===== src/rx_pkg.sv =====
package rx_pkg;

    ////////////////////////////////////////////////////////////////////////////
    // field widths
    ////////////////////////////////////////////////////////////////////////////

    // one decoded byte from the front end
    typedef logic [7:0] byte_t;

    // legacy rate code, bit 3 set for supported OFDM rates
    typedef logic [3:0] rate_t;

    // PSDU length in bytes as carried in SIGNAL
    typedef logic [11:0] len_t;

    // raw SIGNAL field, first byte in bits 7..0
    typedef logic [23:0] sig_bits_t;

    // CRC-32 register
    typedef logic [31:0] crc_t;

    ////////////////////////////////////////////////////////////////////////////
    // status codes and FSM states
    ////////////////////////////////////////////////////////////////////////////

    typedef enum logic [2:0] {
        ST_OK               = 3'd0,
        ST_PARITY_FAIL      = 3'd1,
        ST_WRONG_RSVD       = 3'd2,
        ST_WRONG_TAIL       = 3'd3,
        ST_UNSUPPORTED_RATE = 3'd4,
        ST_WRONG_FCS        = 3'd5
    } status_t;

    typedef enum logic [1:0] {PS_IDLE, PS_COLLECT, PS_CHECK} parser_state_t;

    typedef enum logic [1:0] {DS_IDLE, DS_DATA, DS_FINISH} psdu_state_t;

    // raw register after payload plus complemented FCS, reflected form
    localparam crc_t FCS_RESIDUE = 32'hdebb_20e3;

    localparam int unsigned SIG_BYTES = 3;

endpackage


===== src/fcs_if.sv =====
`timescale 1ns/1ps

// data phase progress and FCS verdict
interface fcs_if;

    logic           receiving;
    rx_pkg::len_t   byte_count;
    logic           fcs_strobe;
    logic           fcs_ok;

    modport data (
        output receiving, byte_count, fcs_strobe, fcs_ok
    );

    modport report (
        input receiving, byte_count, fcs_strobe, fcs_ok
    );

endinterface


===== src/hdr_if.sv =====
`timescale 1ns/1ps

// checked SIGNAL header, parser to data and report stages
interface hdr_if;

    logic              hdr_strobe;
    logic              hdr_ok;
    rx_pkg::rate_t     rate;
    rx_pkg::len_t      len;
    rx_pkg::status_t   hdr_status;
    // high from start pulse through the header strobe
    logic              parsing;

    modport parser (
        output hdr_strobe, hdr_ok, rate, len, hdr_status, parsing
    );

    modport data (
        input hdr_strobe, hdr_ok, len
    );

    modport report (
        input hdr_strobe, hdr_ok, rate, len, hdr_status, parsing
    );

endinterface


===== src/crc32_byte.sv =====
`timescale 1ns/1ps

module crc32_byte (
    input  logic          clock,
    input  logic          reset,
    input  logic          clear_i,
    input  rx_pkg::byte_t byte_i,
    input  logic          strobe_i,
    output rx_pkg::crc_t  crc_o
);

    // IEEE 802.3 polynomial, reflected
    localparam rx_pkg::crc_t CRC_POLY = 32'hedb8_8320;

    rx_pkg::crc_t crc_q;

    // fold one byte in, lsb first
    function automatic rx_pkg::crc_t crc_fold(
        input rx_pkg::crc_t  crc,
        input rx_pkg::byte_t data
    );
        rx_pkg::crc_t c;
        c = crc;
        for (int i = 0; i < 8; i++) begin
            if (c[0] ^ data[i]) begin
                c = (c >> 1) ^ CRC_POLY;
            end else begin
                c = c >> 1;
            end
        end
        return c;
    endfunction

    always_ff @(posedge clock) begin
        if (reset || clear_i) begin
            crc_q <= '1;
        end else if (strobe_i) begin
            crc_q <= crc_fold(crc_q, byte_i);
        end
    end

    // raw register, no final inversion
    assign crc_o = crc_q;

endmodule


===== src/ofdm_rx_ctrl.sv =====
`timescale 1ns/1ps

module ofdm_rx_ctrl (
    input  logic            clock,
    input  logic            reset,
    input  logic            pkt_start_i,
    input  rx_pkg::byte_t   byte_i,
    input  logic            byte_strobe_i,
    output logic            busy_o,
    output logic            pkt_header_valid_strobe_o,
    output logic            pkt_header_valid_o,
    output rx_pkg::rate_t   pkt_rate_o,
    output rx_pkg::len_t    pkt_len_o,
    output rx_pkg::status_t status_code_o,
    output rx_pkg::len_t    byte_count_o,
    output logic            fcs_out_strobe_o,
    output logic            fcs_ok_o
);

    hdr_if hdr ();
    fcs_if fcs ();

    ////////////////////////////////////////////////////////////////////////////
    // decode, execute and result stages
    ////////////////////////////////////////////////////////////////////////////

    signal_field_parser u_parser (
        .clock         (clock),
        .reset         (reset),
        .pkt_start_i   (pkt_start_i),
        .byte_i        (byte_i),
        .byte_strobe_i (byte_strobe_i),
        .hdr           (hdr.parser)
    );

    psdu_receiver u_psdu (
        .clock         (clock),
        .reset         (reset),
        .pkt_start_i   (pkt_start_i),
        .byte_i        (byte_i),
        .byte_strobe_i (byte_strobe_i),
        .hdr           (hdr.data),
        .fcs           (fcs.data)
    );

    rx_report u_report (
        .clock                     (clock),
        .reset                     (reset),
        .hdr                       (hdr.report),
        .fcs                       (fcs.report),
        .busy_o                    (busy_o),
        .pkt_header_valid_strobe_o (pkt_header_valid_strobe_o),
        .pkt_header_valid_o        (pkt_header_valid_o),
        .pkt_rate_o                (pkt_rate_o),
        .pkt_len_o                 (pkt_len_o),
        .status_code_o             (status_code_o),
        .byte_count_o              (byte_count_o),
        .fcs_out_strobe_o          (fcs_out_strobe_o),
        .fcs_ok_o                  (fcs_ok_o)
    );

endmodule


===== src/psdu_receiver.sv =====
`timescale 1ns/1ps

module psdu_receiver (
    input  logic          clock,
    input  logic          reset,
    input  logic          pkt_start_i,
    input  rx_pkg::byte_t byte_i,
    input  logic          byte_strobe_i,
    hdr_if.data           hdr,
    fcs_if.data           fcs
);

    rx_pkg::psdu_state_t state;
    rx_pkg::len_t        len_q;
    rx_pkg::len_t        count_q;
    rx_pkg::len_t        count_next;
    rx_pkg::crc_t        crc;
    logic                start_data;
    logic                crc_strobe;

    assign start_data = (state == rx_pkg::DS_IDLE) && hdr.hdr_strobe && hdr.hdr_ok
                        && !pkt_start_i;
    assign crc_strobe = (state == rx_pkg::DS_DATA) && byte_strobe_i && !pkt_start_i;
    assign count_next = count_q + 12'd1;

    assign fcs.receiving  = (state != rx_pkg::DS_IDLE);
    assign fcs.byte_count = count_q;

    crc32_byte u_crc (
        .clock    (clock),
        .reset    (reset),
        .clear_i  (start_data),
        .byte_i   (byte_i),
        .strobe_i (crc_strobe),
        .crc_o    (crc)
    );

    always_ff @(posedge clock) begin
        if (start_data) begin
            len_q <= hdr.len;
        end
    end

    always_ff @(posedge clock) begin
        if (reset) begin
            state          <= rx_pkg::DS_IDLE;
            count_q        <= '0;
            fcs.fcs_strobe <= 1'b0;
            fcs.fcs_ok     <= 1'b0;
        end else begin
            fcs.fcs_strobe <= 1'b0;
            if (pkt_start_i) begin
                // abort, no verdict for this frame
                state <= rx_pkg::DS_IDLE;
            end else begin
                case (state)
                    rx_pkg::DS_IDLE: begin
                        if (start_data) begin
                            count_q <= '0;
                            // empty PSDU has no FCS to check
                            state <= (hdr.len == '0) ? rx_pkg::DS_FINISH : rx_pkg::DS_DATA;
                        end
                    end
                    rx_pkg::DS_DATA: begin
                        if (byte_strobe_i) begin
                            count_q <= count_next;
                            if (count_next == len_q) begin
                                state <= rx_pkg::DS_FINISH;
                            end
                        end
                    end
                    rx_pkg::DS_FINISH: begin
                        fcs.fcs_strobe <= 1'b1;
                        fcs.fcs_ok     <= (crc == rx_pkg::FCS_RESIDUE);
                        state          <= rx_pkg::DS_IDLE;
                    end
                    default: state <= rx_pkg::DS_IDLE;
                endcase
            end
        end
    end

    a_fcs_after_rx : assert property (
        @(posedge clock) disable iff (reset)
        fcs.fcs_strobe |-> $past(fcs.receiving)
    );

endmodule


===== src/rx_report.sv =====
`timescale 1ns/1ps

module rx_report (
    input  logic            clock,
    input  logic            reset,
    hdr_if.report           hdr,
    fcs_if.report           fcs,
    output logic            busy_o,
    output logic            pkt_header_valid_strobe_o,
    output logic            pkt_header_valid_o,
    output rx_pkg::rate_t   pkt_rate_o,
    output rx_pkg::len_t    pkt_len_o,
    output rx_pkg::status_t status_code_o,
    output rx_pkg::len_t    byte_count_o,
    output logic            fcs_out_strobe_o,
    output logic            fcs_ok_o
);

    always_ff @(posedge clock) begin
        if (reset) begin
            busy_o                    <= 1'b0;
            pkt_header_valid_strobe_o <= 1'b0;
            pkt_header_valid_o        <= 1'b0;
            pkt_rate_o                <= '0;
            pkt_len_o                 <= '0;
            status_code_o             <= rx_pkg::ST_OK;
            byte_count_o              <= '0;
            fcs_out_strobe_o          <= 1'b0;
            fcs_ok_o                  <= 1'b0;
        end else begin
            busy_o                    <= hdr.parsing | fcs.receiving;
            pkt_header_valid_strobe_o <= hdr.hdr_strobe;
            fcs_out_strobe_o          <= fcs.fcs_strobe;
            byte_count_o              <= fcs.byte_count;

            // header fields held until the next header
            if (hdr.hdr_strobe) begin
                pkt_header_valid_o <= hdr.hdr_ok;
                pkt_rate_o         <= hdr.rate;
                pkt_len_o          <= hdr.len;
                status_code_o      <= hdr.hdr_status;
            end

            // FCS verdict overrides the header status
            if (fcs.fcs_strobe) begin
                fcs_ok_o      <= fcs.fcs_ok;
                status_code_o <= fcs.fcs_ok ? rx_pkg::ST_OK : rx_pkg::ST_WRONG_FCS;
            end
        end
    end

    a_strobes_apart : assert property (
        @(posedge clock) disable iff (reset)
        !(fcs_out_strobe_o && pkt_header_valid_strobe_o)
    );

endmodule


===== src/signal_field_parser.sv =====
`timescale 1ns/1ps

module signal_field_parser (
    input  logic          clock,
    input  logic          reset,
    input  logic          pkt_start_i,
    input  rx_pkg::byte_t byte_i,
    input  logic          byte_strobe_i,
    hdr_if.parser         hdr
);

    rx_pkg::parser_state_t state;
    rx_pkg::sig_bits_t     sig_q;
    rx_pkg::status_t       chk_status;
    logic [1:0]            byte_cnt;
    logic                  last_sig_byte;

    assign last_sig_byte = (byte_cnt == 2'(rx_pkg::SIG_BYTES - 1));

    // field checks, first failure wins
    always_comb begin
        if (^sig_q[17:0]) begin
            chk_status = rx_pkg::ST_PARITY_FAIL;
        end else if (sig_q[4]) begin
            chk_status = rx_pkg::ST_WRONG_RSVD;
        end else if (|sig_q[23:18]) begin
            chk_status = rx_pkg::ST_WRONG_TAIL;
        end else if (!sig_q[3]) begin
            chk_status = rx_pkg::ST_UNSUPPORTED_RATE;
        end else begin
            chk_status = rx_pkg::ST_OK;
        end
    end

    // SIGNAL bytes arrive lsb byte first
    always_ff @(posedge clock) begin
        if (state == rx_pkg::PS_COLLECT && byte_strobe_i && !pkt_start_i) begin
            sig_q <= {byte_i, sig_q[23:8]};
        end
    end

    always_ff @(posedge clock) begin
        if (reset) begin
            state          <= rx_pkg::PS_IDLE;
            byte_cnt       <= 2'd0;
            hdr.hdr_strobe <= 1'b0;
            hdr.parsing    <= 1'b0;
        end else begin
            hdr.hdr_strobe <= 1'b0;
            if (hdr.hdr_strobe) begin
                hdr.parsing <= 1'b0;
            end
            if (pkt_start_i) begin
                // restart collection from any state
                state       <= rx_pkg::PS_COLLECT;
                byte_cnt    <= 2'd0;
                hdr.parsing <= 1'b1;
            end else begin
                case (state)
                    rx_pkg::PS_COLLECT: begin
                        if (byte_strobe_i) begin
                            byte_cnt <= byte_cnt + 2'd1;
                            if (last_sig_byte) begin
                                state <= rx_pkg::PS_CHECK;
                            end
                        end
                    end
                    rx_pkg::PS_CHECK: begin
                        hdr.hdr_strobe <= 1'b1;
                        state          <= rx_pkg::PS_IDLE;
                    end
                    default: state <= rx_pkg::PS_IDLE;
                endcase
            end
        end
    end

    // header fields, valid with hdr_strobe
    always_ff @(posedge clock) begin
        if (state == rx_pkg::PS_CHECK) begin
            hdr.hdr_ok     <= (chk_status == rx_pkg::ST_OK);
            hdr.hdr_status <= chk_status;
            hdr.rate       <= sig_q[3:0];
            hdr.len        <= sig_q[16:5];
        end
    end

    a_single_hdr_strobe : assert property (
        @(posedge clock) disable iff (reset)
        hdr.hdr_strobe |=> !hdr.hdr_strobe
    );

endmodule

===== config.mk =====
export PLATFORM = sky130hd
export DESIGN_NAME = ofdm_rx_ctrl
export DESIGN_NICKNAME = d
export VERILOG_FILES = /design/src/rx_pkg.sv /design/src/fcs_if.sv /design/src/hdr_if.sv /design/src/crc32_byte.sv /design/src/ofdm_rx_ctrl.sv /design/src/psdu_receiver.sv /design/src/rx_report.sv /design/src/signal_field_parser.sv
export SDC_FILE = /design/constraint.sdc
export NUM_CORES = 1
export LEC_CHECK = 0
export ABC_AREA = 1
export BUFFER_PORTS_ARGS = -buffer_cell sky130_fd_sc_hd__buf_4
export CAP_MARGIN = 20
export CORE_AREA = 2 2 129 131
export DETAILED_ROUTE_END_ITERATION = 6
export DIE_AREA = 0 0 131 133
export HOLD_SLACK_MARGIN = 0.12
export PLACE_DENSITY = 0.62
export SKIP_CTS_REPAIR_TIMING = 1
export SLEW_MARGIN = 20
export SYNTH_ARGS = -nofsm -noshare
export SYNTH_HDL_FRONTEND = slang
export SYNTH_HIERARCHICAL = 1
export SYNTH_SLANG_ARGS = --single-unit

===== constraint.sdc =====
create_clock -name clock -period 2.3 [get_ports clock]
set_input_delay 0.46 -clock clock [delete_from_list [all_inputs] [get_ports clock]]
set_output_delay 0.46 -clock clock [all_outputs]
set_load 0.01 [all_outputs]

==> results.json <==
{
  "synth-edff-count": 56,
  "drv_slew": 0,
  "gr-total-overflow": 0,
  "crit_family": "simple AND/OR/NAND/NOR gates",
  "max_stage_delay_ns": 0.52,
  "cts_max_path_buffers": 2,
  "required_ns": 2.66,
  "drive_gt1_share_pct": 15.3,
  "pin_count": 48,
  "yosysUniqueCellTypes": 37,
  "cp-end-kind": "flop",
  "place_area_um2": 7680,
  "cts_tree": "yes",
  "powerDensity_nw_per_um2": 688,
  "max-slew-margin-rel_pct": 48.3,
  "rsz0062_at_grt": "no",
  "rrSetupSlack_ns": 0.31,
  "dr.pass1.iters": 5,
  "vdd_drop_max_uv": 552,
  "crit_path_max_fanout": 9,
  "syn2layout_area_growth_pct": 16.6,
  "critPathLaunch": "u_psdu/fcs.byte_count[0]$_SDFFE_PP0P_",
  "power_leakage_nw": 3.68,
  "synthTopCellsByArea": "dfxtp_1 25%, edfxtp_1 24%, nand2_1 15%, nand3_1 6.0%, inv_1 4.9%",
  "async_flop_share_pct": 0,
  "rr_worst_depth": 12,
  "vias_per_cell": 4.88,
  "synthMostInstantiatedCell": "nand2_1",
  "globalplace.congestion": 0.858,
  "cp_num_buf_inv": 1,
  "drc_errors": 0,
  "slowest_stage": "dfxtp_1",
  "critical_path.most_common_cell": "nand2_1",
  "netlist_instances": 928,
  "synth_top_area_cell": "dfxtp_1",
  "ys.warnings.count": 6,
  "ys_ff_latch": 146,
  "finalCritPeriodShare_pct": 86.4,
  "grt_pass1_vias": 5256,
  "core_area_um2": 16200,
  "port_buffers": 47,
  "dr.first_iter.drc_count": 433,
  "setup_ws_ns": 0.313,
  "fmax_mhz": 503,
  "startpoint_type": "flop",
  "crit_chain": "ha_1 -> inv_1 -> nor2_1 -> nand2_1 -> nand3_1 -> nand2_1 -> nor2_1 -> nand2_1 -> nor2_1 -> nand2_1 -> o21ai_2 -> nor2b_2",
  "reg2reg_from": "u_psdu/fcs.byte_count[0]$_SDFFE_PP0P_",
  "syn_avg_cell_area_um2": 7.62,
  "synth_top_area_share_pct": 25.5,
  "h-tree-depth": 4,
  "arrival_ns": 2.35,
  "grt_max_degree": 46,
  "tightest_slew_ns": 0.775,
  "setup_violations": 0,
  "drv_cap": 0,
  "die_area_um2": 17400,
  "grt_pass1_wl_mm": 26.6,
  "mappedNetlistNets": 943,
  "wl_per_cell_um": 13.6,
  "wirelength_mm": 16.5,
  "timing.final.crit_period_ns": 1.99,
  "synth_area_um2": 7070,
  "rr_endpoint": "u_psdu/state[1]$_SDFFE_PP0P_",
  "clkSinkCount": 146,
  "antenna_found_initial": 0,
  "hold_path_class": "in -> reg",
  "clkSlewWorstSetupHoldPaths_ns": 0.06,
  "chipHeight_um": 133,
  "worstSetupPathType": "reg -> reg",
  "dieWidth_um": 131,
  "synth_common_cells": "282 x nand2_1, 93 x inv_1, 93 x nor2_1",
  "synthFlopType": "dfxtp_1",
  "fp-row-count": 47,
  "clock_skew_ns": 0.00945,
  "grt_use_total_pct": 19.7,
  "hold_viol_final": 0,
  "start_util_pct": 43.7,
  "place_ws_ns": 0.376,
  "fin_util_pct": 51.0,
  "nets": 1000,
  "hpwlAfterDp_mm": 11.9,
  "clockRootBuffer": "clkbuf_16",
  "cp.depth": 12,
  "outcome": "finished, final reports clean",
  "yosysSeqAreaShare_pct": 49.3,
  "fin_area_um2": 8240,
  "cts_buffers": 17,
  "ant_nets": 0,
  "vias": 5948,
  "n_antenna_cell": 0,
  "clk_latency_ns": 0.42,
  "final.setup.tns_ns": 0,
  "hold_depth": 1,
  "crit_end": "u_psdu/state[1]$_SDFFE_PP0P_"
}
==> layout make-up <==
| type | count | area, um2 |
|---|---|---|
| Timing Repair Buffer | 57 | 428 |
| Clock buffer | 20 | 457 |
| Sequential cell | 146 | 3480 |
| Fill cell | 1576 | 7930 |
| Clock inverter | 12 | 111 |
| Inverter | 110 | 413 |
| Tap cell | 220 | 275 |
| Multi-Input combinational cell | 653 | 3080 |
==> logic make-up (layout without fill, tap and decap cells) <==
kind of cell | count (synthesis) | after routing | share of synthesized area [%]
AO/OA/AOI/OAI | 96 | 96 | 7.08
buffers and inverters | 129 | 199 | 7.26
flip-flops | 146 | 146 | 49.3
adder cells (fa/ha/maj) | 3 | 3 | 0.531
XOR/XNOR | 27 | 27 | 3.34
AND/OR/NAND/NOR | 527 | 527 | 32.5
==> layer usage <==
metal | up-vias | GRT usage (%) | wire length [um]
met5 | - | 0 | 0
met4 | 0 | 6.50 | 255
met3 | 20 | 3.92 | 855
met2 | 149 | 31.0 | 7670
met1 | 2688 | 27.1 | 7750
li1 | 3091 | - | -
==> worst min path at each step <==
stage | startpoint | endpoint | slack [ns]
6_report | byte_i[5] | u_parser/sig_q[21]$_DFFE_PP_ | 0.23
5_1_grt | byte_i[5] | u_parser/sig_q[21]$_DFFE_PP_ | 0.22
4_1_cts | byte_i[7] | u_parser/sig_q[23]$_DFFE_PP_ | 0.22
3_3_place_gp | u_parser/sig_q[20]$_DFFE_PP_ | u_parser/sig_q[12]$_DFFE_PP_ | 0.44
3_5_place_dp | u_parser/state[0]$_SDFFE_PP0P_ | u_parser/hdr.hdr_strobe$_SDFF_PP0_ | 0.44
2_1_floorplan | u_parser/state[1]$_SDFFE_PP0P_ | u_parser/state[1]$_SDFFE_PP0P_ | 0.42
==> stage by stage <==
stage          hold WS [ns]  total power, mW  std cells
2_1_floorplan         0.420             2.98        928
3_3_place_gp          0.436             3.07       1186
3_5_place_dp          0.441             3.08       1186
4_1_cts               0.220             5.73       1218
5_1_grt               0.224             5.87       1218
6_report              0.234             5.67       1218
==> cell usage in the layout (no fill, tap or decap), types with 7 or more instances in the layout <==
cell type  synthesis  final
nand2_1          282    282
inv_1             93     93
nor2_1            93     92
dfxtp_1           90     90
nand3_1           85     85
buf_4              5     57
edfxtp_1          56     56
a21oi_1           54     54
nand2_2           33     33
o21ai_0           31     31
xor2_1            20     20
clkbuf_16          0     17
inv_2             15     15
nor4_1             9      9
xnor2_1            7      7
==> flip-flops by register name, summed over array words and instances (netlist names), 3 cells and up <==
| signal | flops |
|---|---|
| u_parser/hdr.len | 12 |
| u_psdu/len_q | 12 |
| u_report/pkt_rate_o | 4 |
| u_psdu/fcs.byte_count | 12 |
| u_psdu/u_crc/crc_o | 32 |
| u_report/status_code_o | 3 |
| u_report/pkt_len_o | 12 |
| u_parser/hdr.rate | 4 |
| u_report/byte_count_o | 12 |
| u_parser/sig_q | 24 |
| u_parser/hdr.hdr_status | 3 |
==> report_power, final <==
| group | leakage (nW) | internal [mW] | total (mW) | switching (mW) |
|---|---|---|---|---|
| combinational | 2.18 | 0.101 | 0.321 | 0.221 |
| clock | 0.280 | 1.48 | 2.65 | 1.17 |
| sequential | 1.23 | 2.69 | 2.70 | 0.0110 |
| total | 3.68 | 4.27 | 5.67 | 1.40 |
Power figures use the tool's default switching activity.
